**config.mk**
```make
export PLATFORM = sky130hd
export DESIGN_NAME = io_regs
export DESIGN_NICKNAME = d
export VERILOG_FILES = /design/src/verilog/cpu_pkg.sv /design/src/verilog/io_regs.sv
export VERILOG_INCLUDE_DIRS = /design/src /design/src/verilog
export SDC_FILE = /design/constraint.sdc
export NUM_CORES = 1
export LEC_CHECK = 0
export CAP_MARGIN = 20
export CORE_MARGIN = 1.5
export CORE_UTILIZATION = 36
export DETAILED_ROUTE_END_ITERATION = 12
export DONT_BUFFER_PORTS = 1
export GPL_TIMING_DRIVEN = 0
export HOLD_SLACK_MARGIN = 0.08
export PLACE_DENSITY = 0.47
export SLEW_MARGIN = 20
export SYNTH_ARGS = -nofsm -noshare
export SYNTH_HDL_FRONTEND = slang
export SYNTH_SLANG_ARGS = --single-unit
export TNS_END_PERCENT = 30
```
**constraint.sdc**
```tcl
create_clock -name clk -period 1.5 [get_ports clk]
set_input_delay 0 -clock clk [delete_from_list [all_inputs] [get_ports clk]]
set_output_delay 0 -clock clk [all_outputs]
set_load 0.02 [all_outputs]
```
**src/verilog/cpu_defs.svh**
```systemverilog
`ifndef CPU_DEFS_SVH
`define CPU_DEFS_SVH

// Datapath widths
`define CPU_DATA_BITS      32
`define CPU_REGNO_BITS     4
`define CPU_IMM_BITS       16

// Word-index widths of the two memories
`define CPU_IMEM_ADDR_BITS 14
`define CPU_DMEM_ADDR_BITS 10

// First fetch address out of reset
`define CPU_START_PC       32'h0000_0100

// Memory-mapped I/O, all inside the top 4 KB page
`define CPU_ADDR_HEX       32'hFFFF_F000
`define CPU_ADDR_LEDR      32'hFFFF_F020
`define CPU_ADDR_KEY       32'hFFFF_F080

// Board I/O widths
`define CPU_HEX_BITS       24
`define CPU_LEDR_BITS      10
`define CPU_KEY_BITS       4

// HEX pattern until the first store
`define CPU_HEX_RESET      24'hFEDEAD

`endif

```
**src/verilog/cpu_pkg.sv**
```systemverilog
`default_nettype none
`include "cpu_defs.svh"

package cpu_pkg;

  typedef logic [`CPU_DATA_BITS-1:0]  word_t;   // Data and instruction word
  typedef logic [`CPU_REGNO_BITS-1:0] regno_t;  // R0..R15

  // Primary opcode in inst[31:26]
  typedef enum logic [5:0] {
    ALUR = 6'b000000,  // Register-register, function in op2
    BEQ  = 6'b001000,
    BLT  = 6'b001001,
    BLE  = 6'b001010,
    BNE  = 6'b001011,
    JAL  = 6'b001100,
    LW   = 6'b010010,
    SW   = 6'b011010,
    ADDI = 6'b100000,  // Immediate ops all have bit 5 set
    ANDI = 6'b100100,
    ORI  = 6'b100101,
    XORI = 6'b100110
  } op1_e;

  // ALU function for ALUR, inst[25:18]
  typedef enum logic [7:0] {
    EQ   = 8'b00001000,  // Compares give 0 or 1
    LT   = 8'b00001001,
    LE   = 8'b00001010,
    NE   = 8'b00001011,
    ADD  = 8'b00100000,
    AND  = 8'b00100100,
    OR   = 8'b00100101,
    XOR  = 8'b00100110,
    SUB  = 8'b00101000,
    NAND = 8'b00101100,
    NOR  = 8'b00101101,
    NXOR = 8'b00101110,
    RSHF = 8'b00110000,  // Arithmetic right shift
    LSHF = 8'b00110001
  } op2_e;

  typedef struct packed {
    logic is_br;   // Conditional branch
    logic is_jmp;  // JAL
    logic rd_mem;  // LW
    logic wr_mem;  // SW
    logic wr_reg;  // Result goes to a register
  } ctrl_t;

endpackage

`default_nettype wire

```
**src/verilog/io_regs.sv**
```systemverilog
`timescale 1ns/10ps
`default_nettype none
`include "cpu_defs.svh"

module io_regs import cpu_pkg::*; (
  input  wire                        clk,
  input  wire                        reset,
  input  wire word_t                 io_addr,
  input  wire word_t                 io_wdata,
  input  wire                        io_we,
  output word_t                      io_rdata,
  input  wire [`CPU_KEY_BITS-1:0]    key,      // Buttons, active low
  output logic [`CPU_HEX_BITS-1:0]   hex,
  output logic [`CPU_LEDR_BITS-1:0]  ledr
);

  // Only KEY is readable, pressed reads as 1
  assign io_rdata = (io_addr == `CPU_ADDR_KEY) ?
                    {{(`CPU_DATA_BITS-`CPU_KEY_BITS){1'b0}}, ~key} : '0;

  always_ff @(posedge clk or posedge reset)
  begin
    if (reset)
    begin
      hex  <= `CPU_HEX_RESET;
      ledr <= '0;
    end
    else if (io_we)
    begin
      if (io_addr == `CPU_ADDR_HEX)
        hex <= io_wdata[`CPU_HEX_BITS-1:0];    // Low bits only
      if (io_addr == `CPU_ADDR_LEDR)
        ledr <= io_wdata[`CPU_LEDR_BITS-1:0];
    end
  end

endmodule

`default_nettype wire

```
Word level (Yosys, flattened, before mapping)
Cells that the tools add are included.
W data, S select, Z words.
{ "op_classes": {"n_eq_ne": 3, "mux": 1, "bitwise": 1, "n_reduce_logical": 2} }
{ "op_table": {"columns": ["op", "count"], "rows": [
  ["$eq A32 B32 Y1 const B", 3],
  ["$mux W4", 1],
  ["$not A4 Y4", 1],
  ["$reduce_and A2 Y1", 2]
]} }
{ "word_totals": {"register_bits": 34, "input_bits": 71, "out_inout_bits": 66, "word_cells": 9} }

Logic depth before layout (Yosys ltp)
{ "logic_depth": {"word_depth": 2, "mapped_depth": 5, "ltp_nobuf": 4} }

Worst setup path after synthesis
OpenSTA, ideal clock, no wires.
{ "synth_path": {"kind": "input port to flip-flop", "startpoint": "in io_addr[4]", "endpoint": "reg hex[13]", "setup_time_ns": 0.125, "arrival_ns": 1.520, "required_time_ns": 1.375, "path_slack_ns": -0.145, "cell_stages": 5, "n_path_buf": 1, "path_cell_list": "or4_4 > nor4b_4 > nand4b_4 > buf_6 > mux2_4"} }
{ "synth_via": {"elab_chain_cells": 2} }
{ "synth_rtl": {"columns": ["element", "line_no", "text"], "rows": [
  ["start, declared", "io_regs.sv:8", "input wire word_t io_addr,"],
  ["$eq A32 B32 Y1 (no source line)", null, null],
  ["$reduce_and A2 Y1 (no source line)", null, null],
  ["end signal, assigned", "io_regs.sv:25", "hex <= `CPU_HEX_RESET;"],
  ["end signal, assigned", "io_regs.sv:31", "hex <= io_wdata[`CPU_HEX_BITS-1:0];"],
  ["end, declared", "io_regs.sv:13", "output logic [`CPU_HEX_BITS-1:0] hex,"]
]} }
Every way passes these cells.
A chain may end at the register's enable or synchronous reset.

Final worst setup path
{ "layout_path": {"startpoint": "in io_addr[4]", "endpoint": "out io_rdata[2]"} }
{ "layout_via": {"elab_chain_cells": 2} }
{ "layout_rtl": {"columns": ["element", "line_no", "text"], "rows": [
  ["$eq A32 B32 Y1 (no source line)", null, null],
  ["$mux W4", "io_regs.sv:18", "assign io_rdata = (io_addr == `CPU_ADDR_KEY) ?"],
  ["end, declared", "io_regs.sv:11", "output word_t io_rdata,"]
]} }
Every way passes these cells.

==> reports/results.tsv <==
stage	metric	value	unit
cells_and_area	Final nets	250	
logic_synthesis	Synth Area in Compound Gates	0	%
sta	Final Hold Fails	0	
placement	number of buffers added on ports	0	
sta	f_max	0.662	GHz
cells_and_area	Fill cells	421	
cells_and_area	Area growth syn-to-layout	30.7	%
clock_tree	# H-tree levels	2	
pwr	P_leak	0.00120	uW
setup_path	crit path DAT	1510	ps
clock_tree	CTS tree	built	
logic_synthesis	count of cell types in the netlist	17	
clock_tree	Inserted Clock Buffers	5	
setup_path	worst path required time	1500	ps
setup_path	Reg2Reg Setup Slack	630	ps
drt	Starting DRT DRC Count	29	
logic_synthesis	cell taking the most area after synthesis	dfstp_2	
placement	Place WS	-323	ps
logic_synthesis	simple-gate area share of the yosys netlist	9.96	%
min_path	Hold Crit Class	in -> out	
logic_synthesis	Netlist Area Pre-Place	1750	sq um
floorplanning	area of the die	5280	sq um
floorplanning	initial core utilization	37.2	%
clock_tree	Root Driver	clkbuf_8	
placement	placed cells	199	
sta	measured slew at the worst slew-check pin	685	ps
sta	Max-slew headroom	54.3	%
setup_path	Crit. End Element	output port	
pwr	worst vdd ir	540	uV
logic_synthesis	Post-Synth Adder-Cell Area	0	%
sta	# setup viols final	2	
floorplanning	Ports	137	
setup_path	critical path cell sequence	or4_4 > nor4b_4 > nand4b_1 > nor2_1	
drt	residual DRC count	0	
logic_synthesis	synthesized area per cell	14.8	sq um
placement	HPWL after DPL	2.53	mm
floorplanning	Core ar.	4690	sq um
floorplanning	DIE WIDTH	72.6	microns
drt	vias per cell	4.40	
setup_path	Reg-to-Reg End	hex[1]	
min_path	hold worst-path end	io_rdata[1]	
floorplanning	Die Y	72.6	microns
drt	via count	1030	
drt	first-pass detailed-route iteration total	4	
setup_path	r2r startpoint	hex[1]	
global_routing	first-pass GRT wire length	5.13	mm
setup_path	Worst setup SP type	input port	
cells_and_area	antenna cells	0	
logic_synthesis	xor and xnor area share after synthesis	0	%
sta	RSZ-0062 raised after global routing	yes	
global_routing	grt ovf	0	
clock_tree	worst skew pair latency	270	ps
sta	Max Slew Vio Count	0	
min_path	WHS Path Cells	1	
setup_path	max incr delay on CP	520	ps
setup_path	worst reg2reg path depth	1	
floorplanning	row count	25	
sta	Hold WS	81.4	ps
drt	per-cell routed wire length	14.6	microns
placement	RePlAce Congestion	0.706	
pwr	Pwr Density	792	nW/um^2
drt	Routed WL	3.41	mm
logic_synthesis	Yosys reg bits	34	
clock_tree	Clock Tree Buf Depth	2	
setup_path	Max stage delay cell, worst path	or4_4	
run_status	violated checks	negative setup slack	
logic_synthesis	top cell type's share of synthesized area	27.1	%
logic_synthesis	top post-synthesis cells by area	dfstp_2, dfrtp_1, mux2_4	
sta	min cycle time layout	1510	ps
cells_and_area	Non-Filler Instances	234	
global_routing	initial antenna violation count	0	
run_status	status	finished with violations	
global_routing	number of global-route vias before repair	1073	
global_routing	Total GRT Usage	12.9	%
setup_path	CP Max Fanout	4	
cells_and_area	layout cells sized above 1	53.9	%
drt	post-route ant nets	0	
sta	worst setup margin	-10.3	ps
logic_synthesis	Post-Synthesis Cells	118	
logic_synthesis	multiplexer share of the synthesized area	26.2	%
logic_synthesis	Synth warnings	0	
min_path	worst min-delay path startpoint	key[1]	
logic_synthesis	sequential share of the synthesized area	50.0	%
run	max_cap viols	0	
setup_path	Crit Path Category	in -> out	
sta	period utilization	101	%
clock_tree	Clock Sinks	34	
global_routing	pin count of the biggest net entering global routing	35	
pwr	Final Power	1810	uW
sta	Final Skew	0	ps
logic_synthesis	largest family of logic cells by synthesized area	multiplexers	
==> per-stage QoR <==
| stage | setup TNS, ps | cell area (sq um) | util [%] |
|---|---|---|---|
| after floorplan | -3390 | 1850 | - |
| after global placement | -7530 | 1910 | 40.8 |
| after detailed placement | -8430 | 1910 | 40.8 |
| after CTS | -118 | 2270 | 48.3 |
| after global routing | -1110 | 2280 | 48.6 |
| final | -14.2 | 2280 | 48.6 |
==> critical path: cells and delay by family <==
family / cells / cell delay, ps
simple gates: 4 / 1510
==> per-layer routing <==
layer	GRT usage, %	routed length (microns)	vias to the layer above
li1	-	-	475
met1	13.2	1280	487
met2	22.8	1760	63
met3	5.94	340	5
met4	5.03	27	0
met5	0	0	-
==> state kept, by name (all words and copies together) (netlist names) <==
name and cells:
ledr 10, hex 24
==> what timing repair did <==
| action | in CTS | in global routing |
|---|---|---|
| hold buffers | 26 | 1 |
| resized for setup | 1 | 1 |
| hold endpoints to repair | 51 | 1 |
| buffers inserted | 0 | 0 |
| endpoints found under the setup margin | 12 | 20 |
==> cells by family after synthesis <==
| group | Yosys count |
|---|---|
| other | 1 |
| AND/OR/NAND/NOR | 18 |
| flip-flops | 34 |
| multiplexers | 34 |
| buffers and inverters | 31 |
==> where the power goes <==
group	internal, uW	switching, uW
combinational	106	109
sequential	919	0.0000172
clock	370	303
==> cell type report <==
class                      count  area [sq um]  share of cell area (%)
sequential                    34           873                    38.3
multi-input combinational     80           742                    32.5
timing repair buffer          27           270                    11.8
buffer                        30           233                    10.2
clock buffer                   7          86.3                    3.78
tap                           54          67.6                    2.96
clock inverter                 1          5.00                   0.219
inverter                       1          3.75                   0.165
==> cells in the final DEF (no fill, tap or decap), types with 2 or more instances in the layout <==
cell	netlist	final
nor2_1	5	3
mux2_4	20	20
buf_6	2	2
nand4b_1	5	5
clkbuf_8	0	6
nor2_2	0	2
mux2_2	14	14
buf_4	28	28
nand4_1	2	2
dfstp_2	18	18
dlygate4sd3_1	0	27
conb_1	1	28
dfrtp_1	16	16
==> worst max path at each step <==
stage	end	startpoint	depth (start not counted)
global route	ledr[4]	io_addr[4]	4
detailed placement	ledr[4]	io_addr[4]	4
finish	io_rdata[2]	io_addr[4]	4
global placement	ledr[9]	io_addr[4]	4
floorplan	hex[13]	io_addr[4]	5
CTS	ledr[4]	io_addr[4]	4
==> cell usage after synthesis (all sizes together) <==
cell	number
dfstp	18
or4	1
nor2b	1
dfrtp	16
buf	30
nand4	3
nor2	5
mux2	34
nand4b	6
inv	1
nor4	1
conb	1
nor4b	1
Note: power is estimated with default switching activity, not from simulation.
