<file path="config.mk">
export PLATFORM = sky130hd
export DESIGN_NAME = register_file
export DESIGN_NICKNAME = d
export VERILOG_FILES = /design/src/verilog/cpu_pkg.sv /design/src/verilog/register_file.sv
export VERILOG_INCLUDE_DIRS = /design/src /design/src/verilog
export SDC_FILE = /design/constraint.sdc
export NUM_CORES = 1
export LEC_CHECK = 0
export BUFFER_PORTS_ARGS = -buffer_cell sky130_fd_sc_hd__clkbuf_2
export CAP_MARGIN = 25
export CELL_PAD_IN_SITES_DETAIL_PLACEMENT = 1
export CELL_PAD_IN_SITES_GLOBAL_PLACEMENT = 1
export CORE_UTILIZATION = 57
export DETAILED_ROUTE_END_ITERATION = 10
export HOLD_SLACK_MARGIN = 0.1
export PLACE_DENSITY_LB_ADDON = 0.15
export RECOVER_POWER = 25
export SYNTH_ARGS = -nofsm -noshare
export SYNTH_HDL_FRONTEND = slang
export SYNTH_SLANG_ARGS = --single-unit
</file>
<file path="constraint.sdc">
create_clock -name clk -period 38.8 [get_ports clk]
set_input_delay 1.94 -clock clk [delete_from_list [all_inputs] [get_ports clk]]
set_output_delay 1.94 -clock clk [all_outputs]
set_load 0.01 [all_outputs]
</file>
<file path="src/verilog/cpu_defs.svh">
`ifndef CPU_DEFS_SVH
`define CPU_DEFS_SVH

// Datapath widths
`define CPU_DATA_BITS      32
`define CPU_REGNO_BITS     4
`define CPU_IMM_BITS       16

// Word-index widths of the two memories
`define CPU_IMEM_ADDR_BITS 14
`define CPU_DMEM_ADDR_BITS 10

// First fetch address out of reset
`define CPU_START_PC       32'h0000_0100

// Memory-mapped I/O, all inside the top 4 KB page
`define CPU_ADDR_HEX       32'hFFFF_F000
`define CPU_ADDR_LEDR      32'hFFFF_F020
`define CPU_ADDR_KEY       32'hFFFF_F080

// Board I/O widths
`define CPU_HEX_BITS       24
`define CPU_LEDR_BITS      10
`define CPU_KEY_BITS       4

// HEX pattern until the first store
`define CPU_HEX_RESET      24'hFEDEAD

`endif

</file>
<file path="src/verilog/cpu_pkg.sv">
`default_nettype none
`include "cpu_defs.svh"

package cpu_pkg;

  typedef logic [`CPU_DATA_BITS-1:0]  word_t;   // Data and instruction word
  typedef logic [`CPU_REGNO_BITS-1:0] regno_t;  // R0..R15

  // Primary opcode in inst[31:26]
  typedef enum logic [5:0] {
    ALUR = 6'b000000,  // Register-register, function in op2
    BEQ  = 6'b001000,
    BLT  = 6'b001001,
    BLE  = 6'b001010,
    BNE  = 6'b001011,
    JAL  = 6'b001100,
    LW   = 6'b010010,
    SW   = 6'b011010,
    ADDI = 6'b100000,  // Immediate ops all have bit 5 set
    ANDI = 6'b100100,
    ORI  = 6'b100101,
    XORI = 6'b100110
  } op1_e;

  // ALU function for ALUR, inst[25:18]
  typedef enum logic [7:0] {
    EQ   = 8'b00001000,  // Compares give 0 or 1
    LT   = 8'b00001001,
    LE   = 8'b00001010,
    NE   = 8'b00001011,
    ADD  = 8'b00100000,
    AND  = 8'b00100100,
    OR   = 8'b00100101,
    XOR  = 8'b00100110,
    SUB  = 8'b00101000,
    NAND = 8'b00101100,
    NOR  = 8'b00101101,
    NXOR = 8'b00101110,
    RSHF = 8'b00110000,  // Arithmetic right shift
    LSHF = 8'b00110001
  } op2_e;

  typedef struct packed {
    logic is_br;   // Conditional branch
    logic is_jmp;  // JAL
    logic rd_mem;  // LW
    logic wr_mem;  // SW
    logic wr_reg;  // Result goes to a register
  } ctrl_t;

endpackage

`default_nettype wire

</file>
<file path="src/verilog/register_file.sv">
`timescale 1ns/10ps
`default_nettype none
`include "cpu_defs.svh"

module register_file import cpu_pkg::*; (
  input  wire         clk,
  input  wire         reset,
  input  wire regno_t rd_a,
  input  wire regno_t rd_b,
  output word_t       val_a,
  output word_t       val_b,
  input  wire         wb_we,     // Never set for R0
  input  wire regno_t wb_regno,
  input  wire word_t  wb_data
);

  word_t regs [0:(1 << `CPU_REGNO_BITS)-1];

  // Write-through so decode sees the value landing this cycle
  assign val_a = (wb_we && (wb_regno == rd_a)) ? wb_data : regs[rd_a];
  assign val_b = (wb_we && (wb_regno == rd_b)) ? wb_data : regs[rd_b];

  always_ff @(posedge clk or posedge reset)
  begin
    if (reset)
    begin
      for (int i = 0; i < (1 << `CPU_REGNO_BITS); i++)
        regs[i] <= '0;
    end
    else if (wb_we)
      regs[wb_regno] <= wb_data;
  end

endmodule

`default_nettype wire

</file>
# Word level (Yosys, flattened, before mapping)
# Cells that the tools add are included.
# op_classes
n_lt_le_gt_ge	4
eq_ne	2
mux	11
bitwise	3
reduce_logical	3
# ops
operator	n
$bwmux 512	1
$bmux 32 s4	2
$mux 32	7
$demux 32 s4	1
$ge 5x5->1 const B	3
$not 4->5	3
$eq 4x4->1	2
$lt 5x1->1 const B	1
$logic_and 1x1->1	3
# totals
ff_bits	512
out_inout_bits	64
word_cells	39

# Logic depth before layout (Yosys ltp)
# Gate-level depths: netlist of the first run.
# depth
word_depth	6
depth_mapped	7

# Worst setup path after synthesis of the first run
# Ideal clock, no wire load.
# synth_timing
kind	input -> output
start	input rd_a[0]
end	output val_a[10]
t_arrival_ns	3.490
required_ns	36.860
path_slack_ns	33.370
cell_stages	6
n_path_buf	2
path_cell_list	buf_2 buf_2 mux4_2 a22oi_1 nand2_1 mux2_2
# synth_via
elab_chain_cells	5
elab_cells_between_ends	7
classes_between	1 x eq/ne; 4 x mux; 1 x bitwise; 1 x reduce/logical
# synth_lines
element	line_no	text
start, declared	register_file.sv:8	input wire regno_t rd_a,
$not 4->5 (implied by the code)	register_file.sv:20	assign val_a = (wb_we && (wb_regno == rd_a)) ? wb_data : regs[rd_a];
$bmux 32 s4	register_file.sv:20	
$mux 32 (implied by the code) (2 in a row)	register_file.sv:20	
$mux 32 *	register_file.sv:20	
end, declared	register_file.sv:10	output word_t val_a,
# Mark *: on every way between the ends. The rest lies on a longest branch, timed or not. The select of a mux whose other input is x is not followed.

==> results of run 1 <==
-- cells by family (layout without fill, tap and decap cells) --
family | Yosys count | in the layout
xor+xnor | 8 | 8
buf+inv | 179 | 249
mux | 834 | 834
flops | 512 | 512
compound gates | 124 | 124
simple gates | 98 | 98
-- how the worst min path moves through the flow --
stage,end,slack (ns),start
3_5_place_dp,regs[408],0.50,regs[408]
4_1_cts,regs[408],0.52,regs[408]
6_report,regs[408],0.52,regs[408]
2_1_floorplan,regs[408],0.47,regs[408]
3_3_place_gp,regs[408],0.49,regs[408]
5_1_grt,regs[380],0.54,regs[380]
-- critical path: cells and delay by family --
kind / cells / cell delay, ns
buffers and inverters: 3 / 9.12
-- layout by cell type, fill, tap and decap left out, drive strengths merged --
cell	instances
nor4	2
clkbuf	190
nand3b	2
inv	3
nor2	12
nand3	1
a22oi	124
or3	2
nand2	66
dfrtp	512
xor2	6
mux4	258
clkinvlp	2
xnor2	2
clkinv	10
nand2b	5
nor2b	5
nor3b	1
and2	2
mux2	576
bufinv	2
buf	42
-- metrics by stage --
step	utilization	worst slack (ns)
after global routing	0.643	24.04
after global placement	0.603	31.57
after CTS	0.643	31.57
after detailed placement	0.605	31.58
final	0.643	26.25
after floorplan	-	22.56
-- metal layers --
metal | GRT usage | up-vias | wire, µm
met4 | 0.124 | 4 | 2900
met1 | 0.470 | 9461 | 33300
li1 | - | 6897 | -
met3 | 0.0785 | 202 | 5530
met5 | 0 | - | 19
met2 | 0.521 | 623 | 37700
-- power groups by stage --
stage               registers [mW]  logic, mW  clock network (mW)
floorplan                    0.725      0.311                   0
global placement             0.742      0.378                   0
CTS                          0.755      0.401               0.532
global route                 0.774      0.427               0.554
finish                       0.759      0.399               0.525
detailed placement           0.760      0.395                   0
-- cell type report --
type                    count  area, µm²
inverters                   1       5.00
fillers                  4109      16800
multi-input cells        1064      13900
repair buffers            151        963
flip-flops and latches    512      12800
well taps                 607        759
clock buffers              81       1640
clock inverters            16        144
==> results.json, run 1 <==
{
  "globalplace.congestion": 0.770,
  "critPathKind": "in2async",
  "cts_post_setup_buffers_inserted": 0,
  "tritoncts": "done",
  "path_max_fanout": 149,
  "p_leak_nw": 12.6,
  "report.power.total_mw": 1.68,
  "max-cap-violations": 4,
  "combinational_cell_fraction_of_total_power": 0.237,
  "worst-r2r-setup-slack_ns": 37.96,
  "placed_cells": 2332,
  "ctsHtreeMaxLevel": 2,
  "syn_inst": 1755,
  "max_freq_mhz": 79.7,
  "cts.reportedPaths.clkPinSlew_ns": 0.06,
  "synth_adder_area_share": 0,
  "placement_rows": 79,
  "grtUsageTotal": 0.336,
  "netSwitchingPower_mw": 0.475,
  "timing_hold_violations_final": 0,
  "flip_flop_count_of_the_largest_register_all_copies_and_words_added": 512,
  "global_route_wire_length_before_repair_um": 123000,
  "die_width_um": 221,
  "drt_pass1_iterations": 6,
  "clockPowerShare": 0.312,
  "pin_count": 111,
  "ir_worst_vdd_v": 0.0000417,
  "clockRootBuffer": "clkbuf_16",
  "post_synth_edffs": 0,
  "drive_gt1_frac": 0.590,
  "core_um2": 47000,
  "synth_xor_area_frac": 0.00256,
  "synth_top_family_by_area": "multiplexers",
  "internal-power_mw": 1.21,
  "clock_path_buffers": 3,
  "synth_cell_type_count": 21,
  "antenna_violating_nets_post_route": 0,
  "cts_hold_buffers": 0,
  "worst-r2r-cell-count": 1,
  "clock-skew-final_ns": 0,
  "synth.area.top_cells": "dfrtp_1, mux2_2, mux4_2",
  "insertion_delay_ns": 0.61,
  "starting_density_of_the_core": 0.582,
  "worst_path_largest_cell_delay_ns": 5.83,
  "ys_seq_elements": 512,
  "synth_async_sr_flop_share": 1.00,
  "yosys_warnings": 0,
  "worst-endpoint-required_ns": 37.50,
  "fin_nets": 1832,
  "largestRegisters": "regs: 512 flops",
  "top_register": "regs",
  "setup.worst_path.start": "reset",
  "holdCritPathClass": "reg2reg",
  "yosys.area_share.simple": 0.0158,
  "run_status": "complete, but fails checks",
  "grt_max_degree": 150,
  "routed_via_count": 17187,
  "drc": 0,
  "antennaDiodeCount": 0,
  "maxSlewHeadroom": -4.36,
  "post_route_clock_period_utilization": 0.324,
  "tns_ns": 0,
  "post_synth_instance_area_um2": 27300,
  "timing.critical_path.cells": "clkbuf_2, clkinvlp_2, clkbuf_1",
  "post_synth_most_frequent_cells": "mux2_2, dfrtp_1, mux4_2",
  "cpMaxStageDelayCell": "clkbuf_1",
  "detail_route.vias_per_cell": 7.07,
  "destination_of_the_critical_timing_path": "regs[205]",
  "portBuffers": 110,
  "most_common_cell_in_the_synthesized_netlist": "mux2_2",
  "critical_path.reg2reg.startpoint": "regs[352]",
  "synth-main-ff-cell": "dfrtp_1",
  "timing.final.max_slew_violations": 366,
  "grt.overflow.total": 0,
  "cts_sinks": 512,
  "synthDominantAreaCellType": "dfrtp_1",
  "dp_hpwl_um": 44100,
  "die_h_um": 221,
  "whs_ns": 0.525,
  "placed_cell_area_um2": 28400,
  "muxShareOfSynthArea": 0.450,
  "drt_iter0_markers": 1648,
  "synth_top_cell_area_share": 0.469,
  "wl_per_cell_um": 32.6,
  "antenna_found_initial": 2,
  "compound_cell_area_share_of_the_yosys_netlist": 0.0341,
  "post_cts_resize_count": 0,
  "power-per-cell-area_nw_per_um2": 55.8,
  "synth_area_per_cell_um2": 15.6,
  "violations": "max-capacitance violations, max-slew violations",
  "worst_r2r_endpoint": "regs[352]",
  "timing.critical_path.arrival_ns": 11.26,
  "die_area_um2": 48800,
  "sum_of_routed_wire_length_over_all_layers_um": 79400,
  "critical_path_capture_point_type": "async pin",
  "first_global_vias": 19072,
  "power.share.sequential": 0.451,
  "start_kind": "input port",
  "min_delay_path_depth": 1,
  "swShare": 0.282,
  "unrepaired_setup_endpoints_after_global_routing": "no",
  "finalSetupViolations": 0,
  "min_period_ns": 12.55,
  "stdcell_area_um2": 30200,
  "max_slew.worst_pin.slew_ns": 8.04,
  "seq_area_frac_synth": 0.469,
  "postSynthNetCount": 1802,
  "final_cells": 2432,
  "numCtsBuffers": 55,
  "layout-area-overhead-vs-synth_pct": 10.5
}
Note: power is estimated with default switching activity, not from simulation.
==> run 2, diff against run 1 <==
- CORE_UTILIZATION: 57 -> 53
- clock period: 38.8 -> 12.9 ns (I/O delays scaled with it)
==> run 2 against run 1 <==
Net effect: the flow still finishes with violations (max-capacitance violations, max-slew violations); global-route usage decreased by 2.5 points; combinational power increased to 3.0 times the previous value; clock power rose to 3.2 times the previous value; largest cell class unchanged.
==> results.json, run 2 (synthesis results as in run 1) <==
{
  "critPathKind": "in2async",
  "cts_sinks": 512,
  "start_kind": "input port",
  "cpMaxStageDelayCell": "clkbuf_1",
  "antenna_violating_nets_post_route": 0,
  "worst-endpoint-required_ns": 13.52,
  "drive_gt1_frac": 0.589,
  "internal-power_mw": 3.74,
  "largestRegisters": "regs: 512 flops",
  "drt_pass1_iterations": 5,
  "max_freq_mhz": 197,
  "flip_flop_count_of_the_largest_register_all_copies_and_words_added": 512,
  "worst-r2r-setup-slack_ns": 12.06,
  "combinational_cell_fraction_of_total_power": 0.230,
  "grt_max_degree": 84,
  "clockPowerShare": 0.330,
  "power-per-cell-area_nw_per_um2": 170,
  "ir_worst_vdd_v": 0.000138,
  "dp_hpwl_um": 45500,
  "cts_post_setup_buffers_inserted": 0,
  "report.power.total_mw": 5.16,
  "timing.final.max_slew_violations": 279,
  "routed_via_count": 17109,
  "post_route_clock_period_utilization": 0.394,
  "critical_path_capture_point_type": "async pin",
  "drc": 0,
  "clock-skew-final_ns": 0,
  "insertion_delay_ns": 0.61,
  "filler_cell_count": 4557,
  "layout.cells.most_common_list": "mux2_2, dfrtp_1, mux4_2",
  "portBuffers": 110,
  "violations": "max-capacitance violations, max-slew violations",
  "finish.utilization": 0.603,
  "power.share.sequential": 0.440,
  "sum_of_routed_wire_length_over_all_layers_um": 78900,
  "antenna_found_initial": 0,
  "wl_per_cell_um": 31.5,
  "timing.critical_path.cells": "clkbuf_1, clkinvlp_2, clkbuf_1, buf_4",
  "crit_path_buf_inv_count": 4,
  "post_cts_resize_count": 0,
  "layout-area-overhead-vs-synth_pct": 11.3,
  "kind_of_cell_adding_the_most_delay_to_the_critical_path": "buffers and inverters",
  "tns_ns": 0,
  "most_common_library_cell_in_the_layout_ignoring_fill_and_taps": "mux2_2",
  "tritoncts": "done",
  "max_slew.worst_pin.slew_ns": 3.98,
  "min_period_ns": 5.09,
  "ctsHtreeMaxLevel": 2,
  "fin_nets": 1838,
  "core_um2": 50500,
  "timing.critical_path.arrival_ns": 5.71,
  "globalplace.congestion": 0.769,
  "maxSlewHeadroom": -1.66,
  "grt.overflow.total": 0,
  "swShare": 0.274,
  "starting_density_of_the_core": 0.541,
  "p_leak_nw": 12.7,
  "drt_iter0_markers": 1313,
  "antennaDiodeCount": 0,
  "die_width_um": 229,
  "holdCritPathClass": "in2async",
  "max-cap-violations": 8,
  "cts.reportedPaths.clkPinSlew_ns": 0.06,
  "pin_count": 111,
  "worst_path_largest_cell_delay_ns": 2.87,
  "netSwitchingPower_mw": 1.41,
  "cts_hold_buffers": 0,
  "path_max_fanout": 71,
  "numCtsBuffers": 57,
  "path_common_cell": "clkbuf_1",
  "grtUsageTotal": 0.312,
  "first_global_vias": 18978,
  "die_h_um": 229,
  "die_area_um2": 52500,
  "worst-r2r-cell-count": 1,
  "worst_r2r_endpoint": "regs[240]",
  "unrepaired_setup_endpoints_after_global_routing": "no",
  "clock_path_buffers": 3,
  "critical_path.reg2reg.startpoint": "regs[240]",
  "clockRootBuffer": "clkbuf_16",
  "finalSetupViolations": 0,
  "top_register": "regs",
  "run_status": "complete, but fails checks",
  "global_route_wire_length_before_repair_um": 122000,
  "timing_hold_violations_final": 0,
  "detail_route.vias_per_cell": 6.82,
  "placement_rows": 82
}
==> run 2: cell types whose count changed in the layout (fill, tap and decap cells not counted), sizes merged <==
| cell | delta |
|---|---|
| bufinv | +3 |
| clkinv | -1 |
| buf | +3 |
| inv | -2 |
| clkbuf | +8 |
==> run 2: layout make-up <==
| class | instances | area [µm²] | share of cell area |
|---|---|---|---|
| clock buffers | 88 | 1760 | 0.0577 |
| multi-input cells | 1064 | 13800 | 0.455 |
| well taps | 672 | 841 | 0.0276 |
| repair buffers | 155 | 946 | 0.0311 |
| flip-flops and latches | 512 | 12800 | 0.421 |
| clock inverters | 16 | 211 | 0.00695 |
| inverters | 1 | 5.00 | 0.000165 |
==> run 2: power groups by stage <==
stage	sequential (mW)	combinational (mW)	clock [mW]
detailed placement	2.28	1.19	0
global placement	2.24	1.14	0
global route	2.32	1.27	1.80
CTS	2.26	1.20	1.74
floorplan	2.18	0.937	0
finish	2.27	1.19	1.70
==> run 2: worst max path at each step <==
stage | startpoint | end | slack [ns] | depth (start not counted)
global route | reset | regs[337] | 6.82 | 4
global placement | rd_b[0] | val_b[11] | 8.12 | 8
floorplan | reset | regs[0] | 5.30 | 1
finish | reset | regs[337] | 7.81 | 4
CTS | rd_b[0] | val_b[11] | 8.09 | 8
detailed placement | rd_b[0] | val_b[11] | 8.10 | 8
==> run 2: metal layers <==
| metal | track usage | vias up | wire length, µm | part of all wire |
|---|---|---|---|---|
| met3 | 0.0540 | 152 | 4660 | 0.059 |
| met1 | 0.437 | 9481 | 33600 | 0.43 |
| met5 | 0 | - | 0 | 0 |
| met2 | 0.499 | 553 | 38400 | 0.49 |
| li1 | - | 6923 | - | - |
| met4 | 0.101 | 0 | 2280 | 0.029 |
==> run 2: through the flow <==
step	hold slack [ns]	cell area, µm²	worst slack, ns	std cells
CTS	0.159	30400	8.09	2505
floorplan	0.470	27300	5.30	1755
global route	0.490	30400	6.82	2508
detailed placement	0.501	28400	8.10	2401
global placement	0.488	28400	8.12	2401
finish	0.406	30400	7.81	2508
