==> src/verilog/cpu_defs.svh <==
`ifndef CPU_DEFS_SVH
`define CPU_DEFS_SVH

// Datapath widths
`define CPU_DATA_BITS      32
`define CPU_REGNO_BITS     4
`define CPU_IMM_BITS       16

// Word-index widths of the two memories
`define CPU_IMEM_ADDR_BITS 14
`define CPU_DMEM_ADDR_BITS 10

// First fetch address out of reset
`define CPU_START_PC       32'h0000_0100

// Memory-mapped I/O, all inside the top 4 KB page
`define CPU_ADDR_HEX       32'hFFFF_F000
`define CPU_ADDR_LEDR      32'hFFFF_F020
`define CPU_ADDR_KEY       32'hFFFF_F080

// Board I/O widths
`define CPU_HEX_BITS       24
`define CPU_LEDR_BITS      10
`define CPU_KEY_BITS       4

// HEX pattern until the first store
`define CPU_HEX_RESET      24'hFEDEAD

`endif

==> src/verilog/cpu_pkg.sv <==
`default_nettype none
`include "cpu_defs.svh"

package cpu_pkg;

  typedef logic [`CPU_DATA_BITS-1:0]  word_t;   // Data and instruction word
  typedef logic [`CPU_REGNO_BITS-1:0] regno_t;  // R0..R15

  // Primary opcode in inst[31:26]
  typedef enum logic [5:0] {
    ALUR = 6'b000000,  // Register-register, function in op2
    BEQ  = 6'b001000,
    BLT  = 6'b001001,
    BLE  = 6'b001010,
    BNE  = 6'b001011,
    JAL  = 6'b001100,
    LW   = 6'b010010,
    SW   = 6'b011010,
    ADDI = 6'b100000,  // Immediate ops all have bit 5 set
    ANDI = 6'b100100,
    ORI  = 6'b100101,
    XORI = 6'b100110
  } op1_e;

  // ALU function for ALUR, inst[25:18]
  typedef enum logic [7:0] {
    EQ   = 8'b00001000,  // Compares give 0 or 1
    LT   = 8'b00001001,
    LE   = 8'b00001010,
    NE   = 8'b00001011,
    ADD  = 8'b00100000,
    AND  = 8'b00100100,
    OR   = 8'b00100101,
    XOR  = 8'b00100110,
    SUB  = 8'b00101000,
    NAND = 8'b00101100,
    NOR  = 8'b00101101,
    NXOR = 8'b00101110,
    RSHF = 8'b00110000,  // Arithmetic right shift
    LSHF = 8'b00110001
  } op2_e;

  typedef struct packed {
    logic is_br;   // Conditional branch
    logic is_jmp;  // JAL
    logic rd_mem;  // LW
    logic wr_mem;  // SW
    logic wr_reg;  // Result goes to a register
  } ctrl_t;

endpackage

`default_nettype wire

==> src/verilog/stage_ifs.sv <==
`timescale 1ns/10ps
`default_nettype none

// Decode latch contents, consumed by execute
interface dx_if import cpu_pkg::*; ();
  op1_e   op1;
  op2_e   op2;
  ctrl_t  ctrl;
  word_t  val_a;   // Rs value
  word_t  val_b;   // Rt value
  word_t  imm;     // Sign-extended
  word_t  pc;      // Address after the instruction
  regno_t wregno;  // 0 when nothing is written

  modport decode (
    output op1, op2, ctrl, val_a, val_b, imm, pc, wregno
  );
  modport execute (
    input  op1, op2, ctrl, val_a, val_b, imm, pc, wregno
  );
endinterface


`default_nettype wire
==> src/verilog/decode_stage.sv <==
`timescale 1ns/10ps
`default_nettype none
`include "cpu_defs.svh"

module decode_stage import cpu_pkg::*; (
  input  wire         clk,
  input  wire         reset,
  input  wire word_t  inst,        // Fetch latch
  input  wire word_t  pc,          // One past inst
  output regno_t      rd_a,        // Register file read ports
  output regno_t      rd_b,
  input  wire word_t  val_a,
  input  wire word_t  val_b,
  input  wire regno_t ex_wregno,   // Execute latch destination
  input  wire regno_t mem_wregno,  // Memory latch destination
  input  wire regno_t wb_regno,    // Register being written now
  output logic        stall,
  output logic        flush_req,
  dx_if.decode        dx
);

  op1_e   op1;
  op2_e   op2;
  regno_t rs;
  regno_t rt;
  regno_t rd;
  logic [`CPU_IMM_BITS-1:0] imm_raw;
  word_t  imm_sx;
  ctrl_t  ctrl;
  regno_t wregno;
  logic   is_ext;   // ALUR with a real function
  logic   is_alui;
  logic   hit_rs;   // Source still pending in a later stage
  logic   hit_rt;
  logic [3:0] stall_cond;

  // Instruction fields
  assign op1     = op1_e'(inst[31:26]);
  assign op2     = op2_e'(inst[25:18]);
  assign imm_raw = inst[23:8];   // Overlaps op2 and rd
  assign rd      = inst[11:8];
  assign rs      = inst[7:4];
  assign rt      = inst[3:0];
  assign rd_a    = rs;
  assign rd_b    = rt;

  assign imm_sx = {{(`CPU_DATA_BITS-`CPU_IMM_BITS){imm_raw[`CPU_IMM_BITS-1]}}, imm_raw};

  always_comb
  begin
    ctrl.is_br  = (inst[31:28] == 4'b0010);  // BEQ..BNE
    ctrl.is_jmp = (op1 == JAL);
    ctrl.rd_mem = (op1 == LW);
    ctrl.wr_mem = (op1 == SW);
    ctrl.wr_reg = !ctrl.is_br && !ctrl.wr_mem;
  end

  // Rd for ALUR, nothing for branch or SW, Rt for the rest
  assign wregno = (op1 == ALUR) ? rd : (ctrl.is_br || ctrl.wr_mem) ? '0 : rt;

  assign is_ext  = (op1 == ALUR) && (op2 != 8'h00);
  assign is_alui = op1 inside {ADDI, ANDI, ORI, XORI};

  // R0 never blocks
  assign hit_rs = (rs != '0) && ((rs == dx.wregno) || (rs == ex_wregno) ||
                                 (rs == mem_wregno) || (rs == wb_regno));
  assign hit_rt = (rt != '0) && ((rt == dx.wregno) || (rt == ex_wregno) ||
                                 (rt == mem_wregno) || (rt == wb_regno));

  assign stall_cond[0] = is_ext && (hit_rs || hit_rt);       // Both sources read
  assign stall_cond[1] = ctrl.is_br && (hit_rs || hit_rt);   // Compare needs both
  assign stall_cond[2] = ctrl.wr_mem && (hit_rs || hit_rt);  // Base and store data
  assign stall_cond[3] = (ctrl.is_jmp || ctrl.rd_mem || is_alui) && hit_rs;  // Rs only
  assign stall = |stall_cond;

  assign flush_req = ctrl.is_br || ctrl.is_jmp;

  // A stalled cycle sends the all-zero bundle downstream
  always_ff @(posedge clk or posedge reset)
  begin
    if (reset)
    begin
      dx.op1    <= ALUR;
      dx.op2    <= op2_e'(8'h00);
      dx.ctrl   <= '0;
      dx.val_a  <= '0;
      dx.val_b  <= '0;
      dx.imm    <= '0;
      dx.pc     <= '0;
      dx.wregno <= '0;
    end
    else
    begin
      dx.op1    <= stall ? ALUR : op1;
      dx.op2    <= stall ? op2_e'(8'h00) : op2;
      dx.ctrl   <= stall ? '0 : ctrl;
      dx.val_a  <= stall ? '0 : val_a;
      dx.val_b  <= stall ? '0 : val_b;
      dx.imm    <= stall ? '0 : imm_sx;
      dx.pc     <= stall ? '0 : pc;
      dx.wregno <= stall ? '0 : wregno;
    end
  end

  // Only a live source register can hold decode
  a_stall_has_source: assert property (@(posedge clk) disable iff (reset)
    stall |-> (inst != '0) && ((rs != '0) || (rt != '0)));

  // Fetch keeps its word while decode is held
  a_stall_holds_inst: assert property (@(posedge clk) disable iff (reset)
    stall |=> $stable(inst));

endmodule

`default_nettype wire

==> src/flat_wrapper.sv <==
// flat-port wrapper written by rule: the top's interface ports become plain ports
module decode_stage_flat import cpu_pkg::*;
  (clk, reset, inst, pc, rd_a, rd_b, val_a, val_b, ex_wregno, mem_wregno, wb_regno, stall, flush_req, dx_op1, dx_op2, dx_ctrl, dx_val_a, dx_val_b, dx_imm, dx_pc, dx_wregno);
  dx_if dx_i ();
  input  wire clk;
  input  wire reset;
  input  wire word_t inst;
  input  wire word_t pc;
  output regno_t rd_a;
  output regno_t rd_b;
  input  wire word_t val_a;
  input  wire word_t val_b;
  input  wire regno_t ex_wregno;
  input  wire regno_t mem_wregno;
  input  wire regno_t wb_regno;
  output logic stall;
  output logic flush_req;
  output wire logic [$bits(dx_i.op1)-1:0] dx_op1;
  output wire logic [$bits(dx_i.op2)-1:0] dx_op2;
  output wire logic [$bits(dx_i.ctrl)-1:0] dx_ctrl;
  output wire logic [$bits(dx_i.val_a)-1:0] dx_val_a;
  output wire logic [$bits(dx_i.val_b)-1:0] dx_val_b;
  output wire logic [$bits(dx_i.imm)-1:0] dx_imm;
  output wire logic [$bits(dx_i.pc)-1:0] dx_pc;
  output wire logic [$bits(dx_i.wregno)-1:0] dx_wregno;
  assign dx_op1 = dx_i.op1;
  assign dx_op2 = dx_i.op2;
  assign dx_ctrl = dx_i.ctrl;
  assign dx_val_a = dx_i.val_a;
  assign dx_val_b = dx_i.val_b;
  assign dx_imm = dx_i.imm;
  assign dx_pc = dx_i.pc;
  assign dx_wregno = dx_i.wregno;
  decode_stage u_core (.clk(clk), .reset(reset), .inst(inst), .pc(pc), .rd_a(rd_a), .rd_b(rd_b), .val_a(val_a), .val_b(val_b), .ex_wregno(ex_wregno), .mem_wregno(mem_wregno), .wb_regno(wb_regno), .stall(stall), .flush_req(flush_req), .dx(dx_i));
endmodule
==> config.mk <==
export PLATFORM = sky130hd
export DESIGN_NAME = decode_stage_flat
export DESIGN_NICKNAME = d
export VERILOG_FILES = /design/src/verilog/cpu_pkg.sv /design/src/verilog/stage_ifs.sv /design/src/verilog/decode_stage.sv /design/src/flat_wrapper.sv
export VERILOG_INCLUDE_DIRS = /design/src /design/src/verilog
export SDC_FILE = /design/constraint.sdc
export NUM_CORES = 1
export LEC_CHECK = 0
export BUFFER_PORTS_ARGS = -buffer_cell sky130_fd_sc_hd__buf_2
export CORE_MARGIN = 8
export CORE_UTILIZATION = 45
export DETAILED_ROUTE_END_ITERATION = 16
export GPL_ROUTABILITY_DRIVEN = 1
export PLACE_DENSITY = 0.87
export SETUP_SLACK_MARGIN = 0.05
export SLEW_MARGIN = 0
export SYNTH_ARGS = -nofsm -noshare
export SYNTH_HDL_FRONTEND = slang
export SYNTH_SLANG_ARGS = --single-unit
==> constraint.sdc <==
create_clock -name clk -period 6.7 [get_ports clk]
set_clock_uncertainty 0.05 [all_clocks]
set_input_delay 1.675 -clock clk [delete_from_list [all_inputs] [get_ports clk]]
set_output_delay 1.675 -clock clk [all_outputs]
set_load 0.1 [all_outputs]
### Word-level counts from Yosys, hierarchy flattened

Index checks and enable logic that the tools add are counted.

* output and inout port bits: 161
* flip-flop bits (word level): 151
* bits of input ports: 142
* word-level logic and storage cells: 65

* mux-type cells: 10
* equality and inequality tests: 16
* reduce and logical (&&, ||, !) cells: 27

Operators by type and width (count)
* $mux W32: 4
* $eq A4 B4 Y1: 8
* $eq A6 B6 Y1 const B: 4
* $eq A6 B5 Y1 const B: 2
* $mux W4: 3
* $reduce_bool A4 Y1: 3
* $logic_or A1 B1 Y1: 11
* $logic_and A1 B1 Y1: 8
* $mux W8: 1
* $reduce_bool A8 Y1: 1
* $eq A6 B4 Y1 const B: 1
* $logic_not A6 Y1: 1
* $mux W6: 1
* $mux W5: 1
* $eq A4 B2 Y1 const B: 1
* $reduce_or A4 Y1: 1
* $logic_not A1 Y1: 2

### Logic depth before layout (Yosys ltp)

Gate-level depths: netlist (run 1).

* depth in word-level cells: 9
* gate-level depth with buffers: 8
* gate-level depth less buffers: 5

### Worst setup path before layout (run 1)

No wires, ideal clock.

* path kind: input -> output
* start point: input inst[31]
* end point: output flush_req
* required time: 4975 ps
* path slack: 757 ps
* buffers on the path: 0
* stages on the path: 2
* arrival: 4218 ps
* cells stage by stage: or3b_1 o21ai_0

* cells in the longest elaborated chain, start to end: 2
* elaborated cells between the ends (all ways): 3
* those cells by class: eq/ne: 2; reduce/logical: 1

RTL lines
* from (decl): RTL line flat_wrapper.sv:7 `input wire word_t inst;`
* $eq A6 B4 Y1 / $eq A4 B2 Y1 (equally long branches): RTL line decode_stage.sv:52, decode_stage.sv:51
* $logic_or A1 B1 Y1 (*): RTL line decode_stage.sv:76 `assign flush_req = ctrl.is_br || ctrl.is_jmp;`
* to (decl): RTL line flat_wrapper.sv:17 `output logic flush_req;`

Every way passes the cells marked *; elsewhere a longest branch is shown, timed or not.

### Worst setup path after layout (run 1)

* start point: input inst[30]
* end point: output stall

* cells in the longest elaborated chain, start to end: 5
* elaborated cells between the ends (all ways): 18
* those cells by class: eq/ne: 8; reduce/logical: 10

RTL lines
* $eq A6 B6 Y1, or another cell as far along: RTL line decode_stage.sv:62 `assign is_alui = op1 inside {ADDI, ANDI, ORI, XORI};`
* $reduce_bool A4 Y1 / $logic_or A1 B1 Y1 (equally long branches): RTL line decode_stage.sv:62, decode_stage.sv:73
* $logic_or A1 B1 Y1: RTL line decode_stage.sv:73 `assign stall_cond[3] = (ctrl.is_jmp || ctrl.rd_mem || is_alui) && hit_rs;`
* $logic_and A1 B1 Y1: RTL line decode_stage.sv:73
* $reduce_or A4 Y1 (*): RTL line decode_stage.sv:74 `assign stall = |stall_cond;`
* to (decl): RTL line flat_wrapper.sv:16 `output logic stall;`

Marks and branches as above.

==> impl_metrics.yaml, run 1 <==
grt:
  grt_max_degree: 81
  globalRouteTotalUtil_pct: 21.5
  grt_pass1_vias: 5179
  grt_first_pass_wirelength_um: 27300
  grt_antenna_before_repair: 0
  grt_overflow: 0
critical_path:
  cp_cell_sequence: "buf_2, or3_1, a211oi_1, o21ai_4, nor2_4, a21o_1, buf_2"
  worstSetupEndpointType: "output pin"
  worstSetupPathType: "input port to output pin"
  start_kind: "input port"
  cpMostUsedCell: "buf_2"
  reg2reg_depth: 6
  cpPeakStageDelay_ns: 0.45
  cp.arrival_ns: 3.57
  cp-endpoint: "stall"
  path_buf_inv: 2
  critPathMaxFanout: 9
  r2r-start: "u_core.dx.wregno[2]"
  r2r_setup_slack_ns: 3.98
  rr_endpoint: "u_core.dx.ctrl[1]"
  crit_start: "inst[30]"
  crit_slowest_cell: "a211oi_1"
  cp.required_ns: 4.97
  path_depth: 7
  crit_family: "compound AO/OA/AOI/OAI gates"
yosys:
  syn_inst: 542
  synth_edf_count: 0
  yosys.area_share.simple_pct: 3.58
  synth-warning-count: 0
  synth_top_family_by_area: "compound AO/OA/AOI/OAI gates"
  ys_ff_latch: 129
  synth-xor-area-share_pct: 5.01
  synthMuxAreaShare_pct: 0
  synth-compound-area-share_pct: 24.5
  synth.distinct_cells: 32
  async_reset_ff_share_pct: 100
  synthesis.area_um2: 5600
  synth_nets: 684
  synthAdderAreaFrac_pct: 0
  synth_flop_cell: "dfrtp_1"
  avgSynthCellArea_um2: 10.3
  yosysSeqAreaShare_pct: 57.7
route:
  dr.pass1.iters: 5
  num_vias: 5057
  ant_nets: 0
  wl_per_cell_um: 18.4
  drtIter0Drc: 365
  routed_wl_um: 17700
  drcViolationCount: 0
  routed_via_density: 5.25
clocking:
  root_buffer: "clkbuf_16"
  cts_resized: 0
  h-tree-depth: 4
  postCtsSetupRepairBufs: 0
  cts_tree: "done"
  clk_latency_ns: 0.40
  clk_pin_slew_ns: 0.05
  cts_sinks: 129
  hold_buffers: 0
  cts_buffer_depth: 2
  numCtsBuffers: 17
placement:
  dpl_cell_area_um2: 6920
  port_buffers: 302
  gp_congestion: 0.934
  post-dp-hpwl_um: 12800
  dp_cells: 931
sta:
  setup-tns-final_ns: 0
  layout_min_cycle_time_ns: 5.29
  drv_slew: 0
  worst_slew_pin_slew_ns: 0.936
  rsz0062_at_grt: "false"
  clock.fmax_ghz: 0.189
  hold_ws_ns: 1.24
  slew_headroom_pct: 37.6
  setup_violations: 0
  fin_crit_sh_pct: 79.0
  hold_viol: 0
cells_and_area:
  layout-area-overhead-vs-synth_pct: 34.0
  fillers: 989
  n_antenna_cell: 0
  multiInputGateArea_um2: 1890
  final_area_um2: 7500
  regArea_um2: 3230
  instances_no_fill: 963
  final_nets: 924
  final_layout_size_suffix_gt1_share_pct: 43.6
floorplan:
  row_count: 40
  core_area_um2: 12100
  dieArea_um2: 16300
  io_pins: 303
  start_util_pct: 46.4
  fp.dieW_um: 128
  die_h_um: 128
job:
  drv_cap: 0
outcome:
  status: "finished clean"
pwr:
  power_density_nw_per_um2: 363
  power.total_w: 0.00272
  peakVddDrop_uv: 272
  leakage_nw: 3.61
min_path:
  hold_class: "input port to asynchronous set/reset pin"
[stage by stage]
stage | utilization (%) | setup WS, ns
floorplan | - | 0.757
global placement | 57.4 | 1.45
detailed placement | 57.4 | 1.42
CTS | 62.2 | 1.41
global route | 62.2 | 1.33
finish | 62.2 | 1.41
[per-layer routing]
layer	up-vias	global-route usage [%]	wire length (µm)
li1	2351	-	-
met1	2386	23.5	6300
met2	279	35.6	8860
met3	41	8.82	2060
met4	0	10.7	521
met5	-	0	0
[synthesized netlist by cell type, types with 2 or more instances]
master	count	share of area, %
dfrtp_1	129	58
a21oi_1	120	11
o21ai_0	95	8.5
buf_4	39	5.2
clkbuf_1	31	2.1
o21ai_1	23	2.1
buf_2	20	1.8
xnor2_1	16	2.5
xor2_1	16	2.5
a211oi_1	8	1.1
nor4_1	7	0.78
a22oi_1	4	0.54
nand4_1	4	0.45
nor2_1	4	0.27
or3_1	3	0.34
a2111oi_2	2	0.54
a21boi_0	2	0.27
inv_1	2	0.13
nand2_1	2	0.13
nand2b_1	2	0.22
or4_1	2	0.27
[cell families after synthesis]
logic type / count (synthesis)
AO/OA/AOI/OAI: 259
XOR/XNOR: 32
flip-flops: 129
AND/OR/NAND/NOR: 30
buffers and inverters: 92
[state kept, by name, indices dropped and copies added (netlist names)]
name and count:
u_core.dx.wregno 4, u_core.dx.ctrl 5, u_core.dx.op1 6, u_core.dx.op2 8
u_core.dx.imm 10, u_core.dx.pc 32, u_core.dx.val_a 32, u_core.dx.val_b 32
[where the power goes]
part / internal [W] / switching, W
clock: 0.000577 / 0.000320
combinational: 0.000138 / 0.000823
sequential: 0.000844 / 0.0000215
total: 0.00156 / 0.00116
[layout by cell type (no fill, tap or decap), types with 2 or more instances in the layout]
master,netlist,routed
nor2_1,4,4
buf_4,39,9
nor4_1,7,7
xnor2_1,16,16
o21ai_0,95,95
nand2_1,2,2
a21boi_0,2,2
xor2_1,16,16
or4_1,2,2
o21ai_1,23,23
or3_1,3,3
clkinv_4,0,3
bufinv_16,0,2
a22oi_1,4,4
clkbuf_16,0,17
dfrtp_1,129,129
nand4_1,4,4
a21oi_1,120,120
a211oi_1,8,8
clkinv_2,0,2
clkbuf_1,31,4
buf_2,20,302
clkbuf_8,0,3
nand2b_1,2,2
a2111oi_2,2,2
[how the worst min path moves through the flow]
stage	slack [ns]	startpoint	cells after the start	end
final	1.24	reset	2	u_core.dx.val_a[26]
after global routing	1.27	reset	2	u_core.dx.val_a[26]
after CTS	1.25	reset	2	u_core.dx.val_a[22]
after detailed placement	1.26	u_core.dx.wregno[1]	5	u_core.dx.imm[1]
after global placement	1.22	u_core.dx.wregno[3]	5	u_core.dx.wregno[3]
after floorplan	1.52	u_core.dx.wregno[1]	4	u_core.dx.ctrl[4]
[worst register-to-register path: cells and delay by family, from the launching register on]
kind	cells	cell delay, ns
and+or+nand+nor	1	0.16
buffers and inverters	2	1.22
DFF	1	0.43
AOI/OAI and AO/OA	2	0.53
xor gates and xnor gates	1	0.15
[cell type report]
cell class | count | share of cell area, %
sequential | 129 | 43.0
multi-input combinational | 321 | 25.2
timing repair buffer | 311 | 21.0
clock buffer | 24 | 6.42
tap | 168 | 2.80
clock inverter | 8 | 1.38
inverter | 2 | 0.167
Note: power is estimated with default switching activity, not from simulation.
==> run 2, diff against run 1 <==
- ABC_AREA: default -> 1
- CORE_UTILIZATION: 45 -> 44
- PLACE_DENSITY: 0.87 -> 0.86
- clock period: 6.7 -> 5 ns (I/O delays scaled with it)
==> run 2 against run 1 <==
Net effect:
- first-iteration DRC count fell by 18%
- area after synthesis down 5.6%
- routed wire length fell by 12%
==> impl_metrics.yaml, run 2 <==
floorplan:
  dieArea_um2: 15800
  fp.dieW_um: 126
  row_count: 40
  core_area_um2: 11900
  io_pins: 303
  start_util_pct: 44.6
  die_h_um: 126
grt:
  grt_pass1_vias: 4573
  grt_overflow: 0
  globalRouteTotalUtil_pct: 19.6
  grt_antenna_before_repair: 3
  grt_first_pass_wirelength_um: 23900
  grt_max_degree: 100
clocking:
  root_buffer: "clkbuf_16"
  hold_buffers: 0
  h-tree-depth: 4
  clk_latency_ns: 0.40
  cts_resized: 0
  cts_sinks: 129
  cts_buffer_depth: 2
  numCtsBuffers: 17
  clk_pin_slew_ns: 0.06
  postCtsSetupRepairBufs: 0
  cts_tree: "done"
yosys:
  synthAdderAreaFrac_pct: 0
  synth_top_family_by_area: "simple AND/OR/NAND/NOR gates"
  synth_area_leader_cell: "dfrtp_1"
  synth-compound-area-share_pct: 0.805
  synthTopCellsByArea: "dfrtp_1, nor2_1, inv_1, nand2_1, buf_4"
  synthesis.area_um2: 5290
  yosysSeqAreaShare_pct: 61.1
  synth_common_cells: "nor2_1, inv_1, dfrtp_1, nand2_1, buf_4"
  synth_top_area_share_pct: 61.1
  synth_edf_count: 0
  synth_flop_cell: "dfrtp_1"
  avgSynthCellArea_um2: 8.84
  synth-xor-area-share_pct: 1.99
  syn_inst: 598
  async_reset_ff_share_pct: 100
  synthMuxAreaShare_pct: 0
  synth-warning-count: 0
  synth_nets: 740
  synth.distinct_cells: 17
  synth.most_common_cell: "nor2_1"
  ys_ff_latch: 129
  yosys.area_share.simple_pct: 18.3
job:
  drv_cap: 0
cells_and_area:
  multiInputGateArea_um2: 1120
  layout_commonest_cell: "buf_2"
  final_layout_size_suffix_gt1_share_pct: 38.5
  layout-area-overhead-vs-synth_pct: 37.5
  regArea_um2: 3230
  layout_common_cells: "buf_2, nor2_1, inv_1, dfrtp_1, nand2_1"
  fillers: 1000
  final_nets: 1017
  final_core_util_pct: 61.3
  largestRegisters: "u_core.dx.pc: 32 flops, u_core.dx.val_a: 32 flops, u_core.dx.val_b: 32 flops"
sta:
  slew_headroom_pct: 43.7
  fin_crit_sh_pct: 76.0
  setup_violations: 0
  drv_slew: 0
  setup_ws_ns: 1.20
  setup-tns-final_ns: 0
  rsz0062_at_grt: "false"
  layout_min_cycle_time_ns: 3.80
  hold_viol: 0
  clock.fmax_ghz: 0.263
  hold_ws_ns: 0.968
  worst_slew_pin_slew_ns: 0.844
critical_path:
  worstSetupEndpointType: "output pin"
  critPathMaxFanout: 4
  cp.arrival_ns: 2.50
  worstSetupPathType: "input port to output pin"
  cp.required_ns: 3.70
  start_kind: "input port"
route:
  routed_wl_um: 15600
  dr.pass1.iters: 5
  routed_via_density: 4.37
  drtIter0Drc: 299
  ant_nets: 0
  num_vias: 4533
  drcViolationCount: 0
  wl_per_cell_um: 15.1
min_path:
  hold_class: "input port to asynchronous set/reset pin"
placement:
  gp_congestion: 0.855
  pre_cts_ws_ns: 1.15
  post-dp-hpwl_um: 12300
  port_buffers: 302
outcome:
  status: "finished clean"
pwr:
  power_density_nw_per_um2: 494
  peakVddDrop_uv: 216
  leakage_nw: 4.45
  power.total_w: 0.00359
run 2: cell count changes after synthesis, sizes merged, moves of 8 or more:
cell	before	now
nand2	2	82
xnor2	16	0
a21oi	120	1
buf	59	47
a211oi	8	0
o21ai	119	5
nor2	5	159
clkbuf	31	0
nand3	1	9
inv	2	150
run 2: cells by family (layout without fill, tap and decap cells):
| family | after synthesis | in the layout |
|---|---|---|
| AND/OR/NAND/NOR | 252 | 252 |
| flip-flops | 129 | 129 |
| XOR/XNOR | 12 | 12 |
| buffers and inverters | 197 | 487 |
| AO/OA/AOI/OAI | 8 | 8 |
| other | 0 | 2 |
run 2: worst paths after layout:
| check | endpoint | start | slack (ns) | cells past startpoint |
|---|---|---|---|---|
| worst min-delay path | u_core.dx.pc[18] | reset | 0.97 | 2 |
| worst max-delay path | stall | inst[30] | 1.20 | 9 |
| max in group asynchronous | u_core.dx.ctrl[4] | reset | 3.01 | 3 |
| worst max register to register | u_core.dx.val_a[9] | u_core.dx.wregno[0] | 2.38 | 13 |
| worst min register to register | u_core.dx.op2[6] | u_core.dx.wregno[3] | 1.34 | 11 |
| min in group clk | u_core.dx.val_a[10] | val_a[10] | 1.00 | 3 |
run 2: area by class of cell:
| cell class | instances | area share, % |
|---|---|---|
| Clock buffer | 20 | 6.28 |
| Tap cell | 147 | 2.53 |
| Clock inverter | 12 | 2.15 |
| Sequential cell | 129 | 44.4 |
| Antenna cell | 2 | 0.0688 |
| Timing Repair Buffer | 305 | 21.3 |
| Multi-Input combinational cell | 272 | 15.4 |
| Inverter | 150 | 7.81 |
run 2: per-layer routing:
layer | routed length (µm) | global-route usage (%) | vias to the layer above
met5 | 10 | 0 | -
met1 | 5330 | 18.9 | 2090
met4 | 483 | 9.74 | 2
met2 | 8360 | 35.6 | 204
met3 | 1430 | 7.82 | 40
li1 | - | - | 2197
run 2: stage by stage:
| step | std cells | area, µm² |
|---|---|---|
| 2_1_floorplan | 598 | 5290 |
| 4_1_cts | 1035 | 7260 |
| 6_report | 1037 | 7270 |
| 3_5_place_dp | 1003 | 6650 |
| 5_1_grt | 1037 | 7270 |
| 3_3_place_gp | 1003 | 6650 |
run 2: worst max-delay path: stages:
cell,delay [ns]
buf_2,0.11
nor2_1,0.25
nand2_1,0.15
nand2_1,0.17
inv_2,0.07
a21oi_1,0.14
nand2_1,0.10
nand2_4,0.09
buf_12,0.17
run 2: power breakdown:
group | internal [W] | total (W) | switching (W)
Sequential | 0.00113 | 0.00116 | 0.0000305
Clock | 0.000811 | 0.00125 | 0.000436
Combinational | 0.000164 | 0.00118 | 0.00102
Total | 0.00211 | 0.00359 | 0.00148
==> run 3, diff against run 2 <==
- ABC_AREA: 1 -> 0
- CORE_UTILIZATION: 44 -> 41
- PLACE_DENSITY: 0.86 -> 0.83
- clock period: 5 -> 3.4 ns (I/O delays scaled with it)
==> run 3 against run 2 <==
Net effect:
- sequential share of layout area decreased by 2.1 points
- combinational power increased by 63%
- global-route usage increased by 0.32 points
- flip-flop and latch count unchanged
- worst hold slack got worse by 0.37 ns
- largest power group is now combinational logic
- highest routed layer is now met4
==> impl_metrics.yaml, run 3 (synthesized netlist as in run 1, its figures left out) <==
route:
  routed_via_density: 5.29
  num_vias: 5140
  wl_per_cell_um: 18.4
  dr.pass1.iters: 5
  drcViolationCount: 0
  drtIter0Drc: 289
  routed_wl_um: 17900
  ant_nets: 0
grt:
  grt_antenna_before_repair: 0
  grt_max_degree: 130
  globalRouteTotalUtil_pct: 19.9
  grt_pass1_vias: 5299
  grt_overflow: 0
  grt_first_pass_wirelength_um: 28100
sta:
  setup_violations: 0
  hold_viol: 0
  slew_headroom_pct: 28.4
  hold_ws_ns: 0.603
  setup-tns-final_ns: 0
  layout_min_cycle_time_ns: 3.25
  drv_slew: 0
  rsz0062_at_grt: "false"
  fin_crit_sh_pct: 95.5
  clock.fmax_ghz: 0.308
  worst_slew_pin_slew_ns: 1.07
cells_and_area:
  layout-area-overhead-vs-synth_pct: 36.4
  n_antenna_cell: 0
  instances_no_fill: 971
  largestRegisters: "u_core.dx.pc: 32 flops, u_core.dx.val_a: 32 flops, u_core.dx.val_b: 32 flops"
  layout_common_cells: "buf_2, dfrtp_1, a21oi_1, o21ai_0, o21ai_1"
  final_layout_size_suffix_gt1_share_pct: 44.3
  regArea_um2: 3230
  final_core_util_pct: 57.4
  layout_commonest_cell: "buf_2"
  multiInputGateArea_um2: 1900
  final_nets: 925
  fillers: 1164
pwr:
  peakVddDrop_uv: 478
  p_seq_share_pct: 31.0
  comb_power_share_pct: 34.9
  leakage_nw: 3.64
  p_clk_share_pct: 34.1
  power_switching_w: 0.00235
  power.total_w: 0.00549
  p_int_w: 0.00314
  switching_share_pct: 42.8
  power_density_nw_per_um2: 719
clocking:
  clk_pin_slew_ns: 0.06
  root_buffer: "clkbuf_16"
  hold_buffers: 0
  postCtsSetupRepairBufs: 0
  numCtsBuffers: 17
  cts_sinks: 129
  cts_tree: "done"
  cts_buffer_depth: 2
  clk_latency_ns: 0.42
  h-tree-depth: 4
floorplan:
  dieArea_um2: 17600
  io_pins: 303
  core_area_um2: 13300
  die_h_um: 133
  fp.dieW_um: 133
  start_util_pct: 42.1
  row_count: 42
critical_path:
  cpPeakStageDelay_ns: 0.63
  start_kind: "input port"
  worstSetupPathType: "input port to output pin"
  cp.arrival_ns: 2.35
  worstSetupEndpointType: "output pin"
  critPathMaxFanout: 7
  cp_cell_sequence: "buf_2, xor2_1, nor4_1, nor4_4, nor2_4, a21o_4, buf_12"
  cp.required_ns: 2.50
  crit_slowest_cell: "nor4_1"
  reg2reg_depth: 6
placement:
  post-dp-hpwl_um: 12200
  dp_cells: 940
  port_buffers: 302
  gp_congestion: 0.892
outcome:
  status: "finished clean"
min_path:
  hold_class: "input port to asynchronous set/reset pin"
job:
  drv_cap: 0
run 3: worst max-delay path: cells and delay by family:
family	cells	cell delay [ns]
XOR/XNOR	1	0.15
AO/OA/AOI/OAI	1	0.11
buffers and inverters	2	0.32
AND/OR/NAND/NOR	3	0.91
run 3: area by class of cell:
class / count / area share [%]
clock inverter: 11 / 2.02
tap: 176 / 2.88
inverter: 2 / 0.147
multi-input combinational: 321 / 24.9
sequential: 129 / 42.3
timing repair buffer: 312 / 21.8
clock buffer: 20 / 5.98
run 3: through the flow:
stage | setup slack, ns | cell area [µm²]
2_1_floorplan | -0.139 | 5610
3_3_place_gp | 0.218 | 7020
3_5_place_dp | 0.140 | 7020
4_1_cts | 0.134 | 7630
5_1_grt | 0.0696 | 7640
6_report | 0.154 | 7640
run 3: per-layer routing:
layer / GRT usage, % / up-vias / share of wire (%)
met5: 0 / - / 0
met4: 8.71 / 0 / 2.7
met3: 9.69 / 35 / 11
met2: 32.4 / 246 / 49
met1: 21.6 / 2497 / 37
li1: - / 2362 / -
run 3: power groups by stage:
stage	clock [W]	combinational, W	sequential [W]
after floorplan	0	0.000628	0.00268
after global placement	0	0.00191	0.00173
after detailed placement	0	0.00193	0.00173
after CTS	0.00191	0.00193	0.00171
after global routing	0.00198	0.00200	0.00172
final	0.00187	0.00192	0.00171
run 3: worst paths after layout:
kind / to / slack, ns / from
setup / recovery: stall / 0.15 / inst[1]
hold / removal: u_core.dx.pc[7] / 0.60 / reset
setup reg to reg: u_core.dx.pc[4] / 1.34 / u_core.dx.wregno[1]
hold reg to reg: u_core.dx.op2[2] / 1.22 / u_core.dx.wregno[1]
max in group asynchronous: u_core.dx.op2[3] / 2.24 / reset
min in group clk: u_core.dx.pc[31] / 0.61 / pc[31]
run 3: timing repair:
| item | 4_1_cts | 5_1_grt |
|---|---|---|
| gates resized for setup | 0 | 1 |
| setup endpoints to repair | 0 | 1 |
| hold endpoints to repair | 0 | 0 |
